File: config.mk
export PLATFORM = sky130hd
export DESIGN_NAME = controlUnit
export DESIGN_NICKNAME = d
export VERILOG_FILES = /design/src/logic/cpuCtrlPkg.sv /design/src/logic/instrDecoder.sv /design/src/logic/microSequencer.sv /design/src/logic/controlStore.sv /design/src/logic/controlUnit.sv
export VERILOG_INCLUDE_DIRS = /design/src /design/src/logic
export SDC_FILE = /design/constraint.sdc
export NUM_CORES = 1
export LEC_CHECK = 0
export BUFFER_PORTS_ARGS = -buffer_cell sky130_fd_sc_hd__buf_2
export CORE_AREA = 2 2 44 46
export DETAILED_ROUTE_END_ITERATION = 10
export DIE_AREA = 0 0 46 48
export PLACE_DENSITY = 0.78
export SYNTH_ARGS = -nofsm -noshare
export SYNTH_HDL_FRONTEND = slang
export SYNTH_SLANG_ARGS = --single-unit
File: constraint.sdc
create_clock -name clk -period 1.9 [get_ports clk]
set_input_delay 0.475 -clock clk [delete_from_list [all_inputs] [get_ports clk]]
set_output_delay 0.475 -clock clk [all_outputs]
set_load 0.05 [all_outputs]
File: src/logic/cpuCtrl_consts.svh
`ifndef CPUCTRL_CONSTS_SVH
`define CPUCTRL_CONSTS_SVH

`define CC_OPCODE_W 6
`define CC_FUNCT_W 6
`define CC_STEP_W 2
`define CC_SEL_W 3

`define CC_OP_RTYPE 6'h00
`define CC_OP_SLTI 6'h0A
`define CC_FN_ADD 6'h20
`define CC_FN_SLL 6'h00
`define CC_FN_SLLV 6'h04
`define CC_FN_SLT 6'h2A

`define CC_STEPS_FETCH 3
`define CC_STEPS_ADD 3
`define CC_STEPS_SHIFT 3
`define CC_STEPS_SLT 2

`define CC_ALU_ADD 3'd1
`define CC_ALU_SLT 3'd7
`define CC_REGDST_RD 3'd2
`define CC_REGDST_SP 3'd4
`define CC_MEMTOREG_ALU 3'd6
`define CC_MEMTOREG_SHIFT 3'd2
`define CC_MEMTOREG_LT 3'd5
`define CC_SRCA_PC 3'd0
`define CC_SRCA_A 3'd2
`define CC_SRCA_CMP 3'd4
`define CC_SRCB_REG 3'd0
`define CC_SRCB_FOUR 3'd1
`define CC_SRCB_OFFS 3'd3
`define CC_SRCB_IMM 3'd4
`define CC_SR_LOAD 3'd1
`define CC_SR_SHL 3'd2
`define CC_SRIN_A 2'd1
`define CC_SRNUM_SHAMT 2'd1

`endif

File: src/logic/cpuCtrlPkg.sv
`default_nettype none

`include "cpuCtrl_consts.svh"

package cpuCtrlPkg;

    typedef enum logic [2:0] {
        ADD,
        SLL,
        SLLV,
        SLT,
        SLTI,
        NONE
    } instrClass_t;

    typedef enum logic [2:0] {
        RESET_HOLD,
        RESET_INIT,
        FETCH,
        EXEC_ADD,
        EXEC_SLL,
        EXEC_SLLV,
        EXEC_SLT,
        EXEC_SLTI
    } phase_t;

    typedef struct packed {
        phase_t                 phase;
        logic [`CC_STEP_W-1:0]  step;
    } seqPos_t;

    typedef struct packed {
        logic                   pcWrite;
        logic                   memRw;       // Shared read/write strobe.
        logic                   irWrite;
        logic                   regWrite;
        logic [`CC_SEL_W-1:0]   aluOp;
        logic [`CC_SEL_W-1:0]   iord;
        logic [`CC_SEL_W-1:0]   aluSrcA;
        logic [`CC_SEL_W-1:0]   aluSrcB;
        logic [`CC_SEL_W-1:0]   regDst;
        logic [`CC_SEL_W-1:0]   memToReg;
        logic [`CC_SEL_W-1:0]   pcSource;
        logic [`CC_SEL_W-1:0]   srControl;
        logic [1:0]             srInputSel;
        logic [1:0]             srNumSel;
    } ctrlWord_t;

endpackage

`default_nettype wire

File: src/logic/instrDecoder.sv
`timescale 1ns/1ps
`default_nettype none

`include "cpuCtrl_consts.svh"

module instrDecoder (
    input  wire logic [`CC_OPCODE_W-1:0] opcode,
    input  wire logic [`CC_FUNCT_W-1:0]  funct,
    output cpuCtrlPkg::instrClass_t      instrClass
);

    always_comb begin
        case (opcode)
            `CC_OP_RTYPE: begin
                case (funct)
                    `CC_FN_ADD: instrClass = cpuCtrlPkg::ADD;
                    `CC_FN_SLL: instrClass = cpuCtrlPkg::SLL;
                    `CC_FN_SLLV: instrClass = cpuCtrlPkg::SLLV;
                    `CC_FN_SLT: instrClass = cpuCtrlPkg::SLT;
                    default: instrClass = cpuCtrlPkg::NONE;
                endcase
            end
            `CC_OP_SLTI: begin
                instrClass = cpuCtrlPkg::SLTI;   // Funct is don't-care.
            end
            default: begin
                instrClass = cpuCtrlPkg::NONE;
            end
        endcase
    end

endmodule

`default_nettype wire

File: src/logic/microSequencer.sv
`timescale 1ns/1ps
`default_nettype none

`include "cpuCtrl_consts.svh"

module microSequencer (
    input  wire logic                    clk,
    input  wire logic                    rst,
    input  wire cpuCtrlPkg::instrClass_t instrClass,
    output cpuCtrlPkg::seqPos_t          pos
);

    localparam logic [`CC_STEP_W-1:0] LAST_FETCH = `CC_STEPS_FETCH - 1;
    localparam logic [`CC_STEP_W-1:0] LAST_ADD = `CC_STEPS_ADD - 1;
    localparam logic [`CC_STEP_W-1:0] LAST_SHIFT = `CC_STEPS_SHIFT - 1;
    localparam logic [`CC_STEP_W-1:0] LAST_SLT = `CC_STEPS_SLT - 1;

    logic                  inReset;
    logic [`CC_STEP_W-1:0] lastStep;
    cpuCtrlPkg::seqPos_t   nextPos;

    assign inReset = (pos.phase == cpuCtrlPkg::RESET_HOLD) ||
                     (pos.phase == cpuCtrlPkg::RESET_INIT);

    always_comb begin
        case (pos.phase)
            cpuCtrlPkg::EXEC_ADD: lastStep = LAST_ADD;
            cpuCtrlPkg::EXEC_SLL, cpuCtrlPkg::EXEC_SLLV: lastStep = LAST_SHIFT;
            cpuCtrlPkg::EXEC_SLT, cpuCtrlPkg::EXEC_SLTI: lastStep = LAST_SLT;
            default: lastStep = LAST_FETCH;
        endcase
    end

    always_comb begin
        nextPos.phase = pos.phase;
        nextPos.step = pos.step + 1'b1;
        if (inReset) begin
            nextPos.phase = cpuCtrlPkg::FETCH;
            nextPos.step = '0;
        end else if (pos.step == lastStep) begin
            nextPos.step = '0;
            if (pos.phase == cpuCtrlPkg::FETCH) begin
                case (instrClass)   // Dispatch on the fetched instruction.
                    cpuCtrlPkg::ADD: nextPos.phase = cpuCtrlPkg::EXEC_ADD;
                    cpuCtrlPkg::SLL: nextPos.phase = cpuCtrlPkg::EXEC_SLL;
                    cpuCtrlPkg::SLLV: nextPos.phase = cpuCtrlPkg::EXEC_SLLV;
                    cpuCtrlPkg::SLT: nextPos.phase = cpuCtrlPkg::EXEC_SLT;
                    cpuCtrlPkg::SLTI: nextPos.phase = cpuCtrlPkg::EXEC_SLTI;
                    default: nextPos.phase = cpuCtrlPkg::FETCH;  // Refetch.
                endcase
            end else begin
                nextPos.phase = cpuCtrlPkg::FETCH;
            end
        end
    end

    always_ff @(posedge clk) begin
        if (rst) begin
            // Hold once, then keep initialising the stack pointer.
            if (inReset) begin
                pos.phase <= cpuCtrlPkg::RESET_INIT;
            end else begin
                pos.phase <= cpuCtrlPkg::RESET_HOLD;
            end
            pos.step <= '0;
        end else begin
            pos <= nextPos;
        end
    end

endmodule

`default_nettype wire

File: src/logic/controlStore.sv
`timescale 1ns/1ps
`default_nettype none

`include "cpuCtrl_consts.svh"

module controlStore (
    input  wire cpuCtrlPkg::seqPos_t pos,
    output cpuCtrlPkg::ctrlWord_t    ctrl,
    output logic                     rstOut
);

    always_comb begin
        ctrl = '0;
        rstOut = 1'b0;
        case (pos.phase)
            cpuCtrlPkg::RESET_HOLD: begin
                rstOut = 1'b1;
            end
            cpuCtrlPkg::RESET_INIT: begin
                ctrl.regWrite = 1'b1;
                ctrl.regDst = `CC_REGDST_SP;   // Stack pointer init.
                rstOut = 1'b1;
            end
            cpuCtrlPkg::FETCH: begin
                case (pos.step)
                    2'd1: begin
                        ctrl.pcWrite = 1'b1;
                        ctrl.irWrite = 1'b1;
                        ctrl.aluOp = `CC_ALU_ADD;
                        ctrl.aluSrcA = `CC_SRCA_PC;
                        ctrl.aluSrcB = `CC_SRCB_FOUR;   // PC + 4.
                    end
                    2'd2: begin
                        ctrl.pcWrite = 1'b1;
                        ctrl.irWrite = 1'b1;
                        ctrl.aluOp = `CC_ALU_ADD;
                        ctrl.aluSrcA = `CC_SRCA_PC;
                        ctrl.aluSrcB = `CC_SRCB_OFFS;
                    end
                    default: begin
                    end
                endcase
            end
            cpuCtrlPkg::EXEC_ADD: begin
                ctrl.aluOp = `CC_ALU_ADD;
                ctrl.aluSrcA = `CC_SRCA_A;
                case (pos.step)
                    2'd1, 2'd2: begin
                        ctrl.regWrite = 1'b1;   // Write back to rd.
                        ctrl.regDst = `CC_REGDST_RD;
                        ctrl.memToReg = `CC_MEMTOREG_ALU;
                    end
                    default: begin
                    end
                endcase
            end
            cpuCtrlPkg::EXEC_SLL, cpuCtrlPkg::EXEC_SLLV: begin
                case (pos.step)
                    2'd0: begin
                        ctrl.srInputSel = `CC_SRIN_A;
                        ctrl.srControl = `CC_SR_LOAD;
                    end
                    2'd1: begin
                        ctrl.srControl = `CC_SR_SHL;
                        if (pos.phase == cpuCtrlPkg::EXEC_SLL) begin
                            ctrl.srNumSel = `CC_SRNUM_SHAMT;   // Immediate shift amount.
                        end
                    end
                    2'd2: begin
                        // Write enable stays low here.
                        ctrl.regDst = `CC_REGDST_SP;
                        ctrl.memToReg = `CC_MEMTOREG_SHIFT;
                    end
                    default: begin
                    end
                endcase
            end
            cpuCtrlPkg::EXEC_SLT, cpuCtrlPkg::EXEC_SLTI: begin
                case (pos.step)
                    2'd0: begin
                        ctrl.aluOp = `CC_ALU_SLT;
                        ctrl.aluSrcA = `CC_SRCA_CMP;
                        if (pos.phase == cpuCtrlPkg::EXEC_SLTI) begin
                            ctrl.aluSrcB = `CC_SRCB_IMM;
                        end else begin
                            ctrl.aluSrcB = `CC_SRCB_REG;
                        end
                    end
                    2'd1: begin
                        ctrl.regWrite = 1'b1;
                        ctrl.memToReg = `CC_MEMTOREG_LT;   // Less-than flag.
                    end
                    default: begin
                    end
                endcase
            end
            default: begin
            end
        endcase
    end

endmodule

`default_nettype wire

File: src/logic/controlUnit.sv
`timescale 1ns/1ps
`default_nettype none

`include "cpuCtrl_consts.svh"

module controlUnit (
    input  wire logic [`CC_OPCODE_W-1:0] opcode,
    input  wire logic [`CC_FUNCT_W-1:0]  funct,
    input  wire logic                    clk,
    input  wire logic                    rst,
    output cpuCtrlPkg::ctrlWord_t        ctrl,
    output logic                         rstOut
);

    cpuCtrlPkg::instrClass_t instrClass;
    cpuCtrlPkg::seqPos_t     pos;

    instrDecoder decoder (
        .opcode     (opcode),
        .funct      (funct),
        .instrClass (instrClass)
    );

    microSequencer sequencer (
        .clk        (clk),
        .rst        (rst),
        .instrClass (instrClass),
        .pos        (pos)
    );

    controlStore store (
        .pos    (pos),
        .ctrl   (ctrl),
        .rstOut (rstOut)
    );

endmodule

`default_nettype wire

==> impl_summary.log <==
[metrics] highest metal layer with signal wires: met3
[metrics] Peak VDD IR: 783 uV
[metrics] CP max stage cell: or3_4
[metrics] DIE AREA: 0.00221 mm2
[metrics] Reg-to-Reg Start: sequencer.pos[3]
[metrics] initial antenna violation count: 0
[metrics] r2r endpoint: sequencer.pos[2]
[metrics] Detail Route Antenna Nets: 0
[metrics] violations in the final reports: setup timing
[metrics] number of buffers on the longest clock path: 2
[metrics] fraction of post-synthesis cell area in the top cell type by area: 16.9%
[metrics] final worst slack: -0.0933 ns
[metrics] Warnings, synthesis: 0
[metrics] mean cell area of the mapped netlist: 8.46 um2
[metrics] diode count: 0
[metrics] data arrival time of the critical path: 1.52 ns
[metrics] clock tree from TritonCTS: yes
[metrics] leakage power summed over all cells: 0.531 nW
[metrics] WHS Endpoint: sequencer.pos[0]
[metrics] gpl congestion: 0.802
[metrics] fin cells: 142
[metrics] DR vias/cell: 4.88
[metrics] amount of wire on met3 after detailed routing: 86 um
[metrics] router iterations before antenna repair: 4
[metrics] series of cell instances along the critical path: inv_2 > ha_4 > and3_4 > or3_4 > buf_8
[metrics] final clock skew: 0.00153 ns
[metrics] worst reg-to-reg setup slack: 0.15 ns
[metrics] via count of the first global-routing pass: 621
[metrics] outcome: finished with violations
[metrics] element type at the critical path start: flop
[metrics] clock buffers created by TritonCTS: 3
[metrics] cell area after placement: 860 um2
[metrics] total number of vias: 693
[metrics] hold slack: 0.480 ns
[metrics] Final Cycle Share: 105%
[metrics] most common cell after layout, fill and taps aside: buf_2
[metrics] number of I/O port buffers: 34
[metrics] Unique masters post-synth: 37
[metrics] largest net degree at the start of global routing: 9
[metrics] maximum cell stage delay along the critical path: 0.33 ns
[metrics] post-layout min period: 1.99 ns
[metrics] power density of the placed cells: 1560 mW/mm2
[metrics] number of storage elements in the synthesis netlist: 5
[metrics] highest clock frequency the design can meet: 0.502 GHz
[metrics] register with the most flip-flops: sequencer.pos
[metrics] clock root cell: clkbuf_4
[metrics] number of setup violations in the final report: 4
[metrics] pins over their slew limit: 0
[metrics] commonest cells after routing, fill and taps aside: buf_2, buf_4, conb_1
[metrics] GR Util All Layers: 16.0%
[metrics] final total negative setup slack: -0.309 ns
[metrics] cell taking the most area after synthesis: buf_4
[metrics] max-capacitance violation count: 0
[metrics] Overflow after GRT: 0
[metrics] number of placed instances, taps included: 132
[metrics] global-route wire length before repair: 2.55 mm
[metrics] fraction of the yosys area taken by sequential cells: 19.5%
[metrics] number of cells on the worst hold path: 2
[metrics] highest fanout seen on the critical path: 5
[metrics] number of DRC markers in iteration 0: 7
[metrics] floorplan die width: 46 um
[metrics] worst reg2reg path depth: 5
[metrics] CP Class: reg -> out
[metrics] met2 routed WL: 929 um
[metrics] kind of end point of the critical path: output port
[metrics] flip-flop count of the largest register after layout: 5
[metrics] clock latency of the later-clocked register in the worst-skew pair: 0.24 ns
[metrics] overall die height: 48 um
[metrics] wire length the detailed router placed on met1: 618 um
[metrics] final core occ: 61.9%
[metrics] Critical Path Start: sequencer.pos[1]
[metrics] DRC: 0
[metrics] number of placed I/O pins: 47
[metrics] CTS H-tree depth: 1
[metrics] clock tree sinks: 5
[metrics] worst hold path type: in -> reg
[metrics] share of post-route cells with drive strength above 1: 60.8%
[metrics] dominant cells by area after synthesis: buf_4, edfxtp_1, ha_1
[metrics] Post-Syn Area: 668 um2
[metrics] Area growth, synth to finish: 56.6%
[metrics] final HPWL from detailed placement: 1.31 mm
[metrics] number of standard cells after synthesis: 79
[metrics] worst setup timing slack at the placement stage: -0.0380 ns
[metrics] top flop regs: sequencer.pos x5
[metrics] Final Hold Violating Endpoints: 0
[metrics] count of hold buffers inserted by post-cts repair: 0
[metrics] number of nets in the finished design: 144
[metrics] Final Instance Area: 0.00105 mm2
[metrics] core outline area: 0.00169 mm2
[metrics] unrepaired setup endpoints after global routing: yes
[metrics] Final Routed Wirelength: 1.63 mm
[metrics] clock-pin slew on the worst setup and hold paths: 0.04 ns
[metrics] Core Rows: 15
[metrics] total power consumption of the routed design: 1.64 mW
[metrics] Critical Path RT: 1.42 ns
[metrics] initial standard-cell utilization of the core: 39.6%
[metrics] WL per Instance: 11.5 um
[metrics] hold path start: rst
[layer usage]
metal	up-vias	GRT usage [%]
met5	-	0
met4	0	5.14
met3	0	3.40
met2	28	31.9
met1	315	16.4
li1	350	-
[cell type report]
| cell class | instances | area [um2] |
|---|---|---|
| clock buffers | 4 | 26.3 |
| inverters | 4 | 15.0 |
| repair buffers | 48 | 340 |
| multi-input cells | 64 | 510 |
| well taps | 17 | 21.3 |
| flip-flops and latches | 5 | 133 |
| fillers | 146 | 643 |
[Yosys cell counts (all sizes together)]
| library cell | number |
|---|---|
| a21o | 1 |
| a21oi | 3 |
| a32oi | 1 |
| a41oi | 1 |
| and2 | 4 |
| and2b | 1 |
| and3 | 7 |
| and4b | 1 |
| buf | 17 |
| conb | 1 |
| dfxtp | 2 |
| edfxtp | 3 |
| ha | 4 |
| inv | 4 |
| nand2 | 2 |
| nand2b | 1 |
| nand4 | 1 |
| nand4b | 1 |
| nor2 | 4 |
| nor2b | 2 |
| nor3 | 1 |
| nor3b | 1 |
| nor4 | 3 |
| nor4b | 2 |
| o21ai | 4 |
| o21bai | 1 |
| o31a | 1 |
| or2 | 1 |
| or3 | 2 |
| or3b | 1 |
| xor2 | 1 |
[timing repair]
| item | 4_1_cts | 5_1_grt |
|---|---|---|
| setup buffers | 6 | 0 |
| gates cloned | 0 | 0 |
| endpoints found under the setup margin | 13 | 16 |
| pin swaps | 2 | 0 |
| resized for setup | 26 | 11 |
[report_power, final]
group | internal [mW] | switching, mW | leakage, nW
logic | 0.520 | 0.777 | 0.466
registers | 0.170 | 0.0485 | 0.0502
clock network | 0.0792 | 0.0401 | 0.0150
total | 0.770 | 0.866 | 0.531
[worst max path at each step]
| stage | end | slack, ns | cells after the start |
|---|---|---|---|
| floorplan | ctrl[25] | -0.06 | 4 |
| CTS | ctrl[25] | -0.1 | 5 |
| finish | ctrl[25] | -0.09 | 5 |
| detailed placement | ctrl[25] | -0.04 | 5 |
| global route | ctrl[25] | -0.15 | 4 |
| global placement | ctrl[25] | -0.02 | 5 |
[critical path: cells and delay by family (launching register included)]
| kind | cells | cell delay [ns] |
|---|---|---|
| buffers and inverters | 2 | 0.21 |
| adder cells (fa/ha/maj) | 1 | 0.25 |
| flip-flops | 1 | 0.32 |
| AND/OR/NAND/NOR | 2 | 0.50 |
[logic make-up after synthesis]
| family | synth area share, % |
|---|---|
| AND/OR/NAND/NOR | 38.2 |
| buffers and inverters | 21.5 |
| AO/OA/AOI/OAI | 11.4 |
| flip-flops | 19.5 |
| adder cells (fa/ha/maj) | 7.49 |
| XOR/XNOR | 1.31 |
| other | 0.561 |
(Power assumes the default switching activity.)
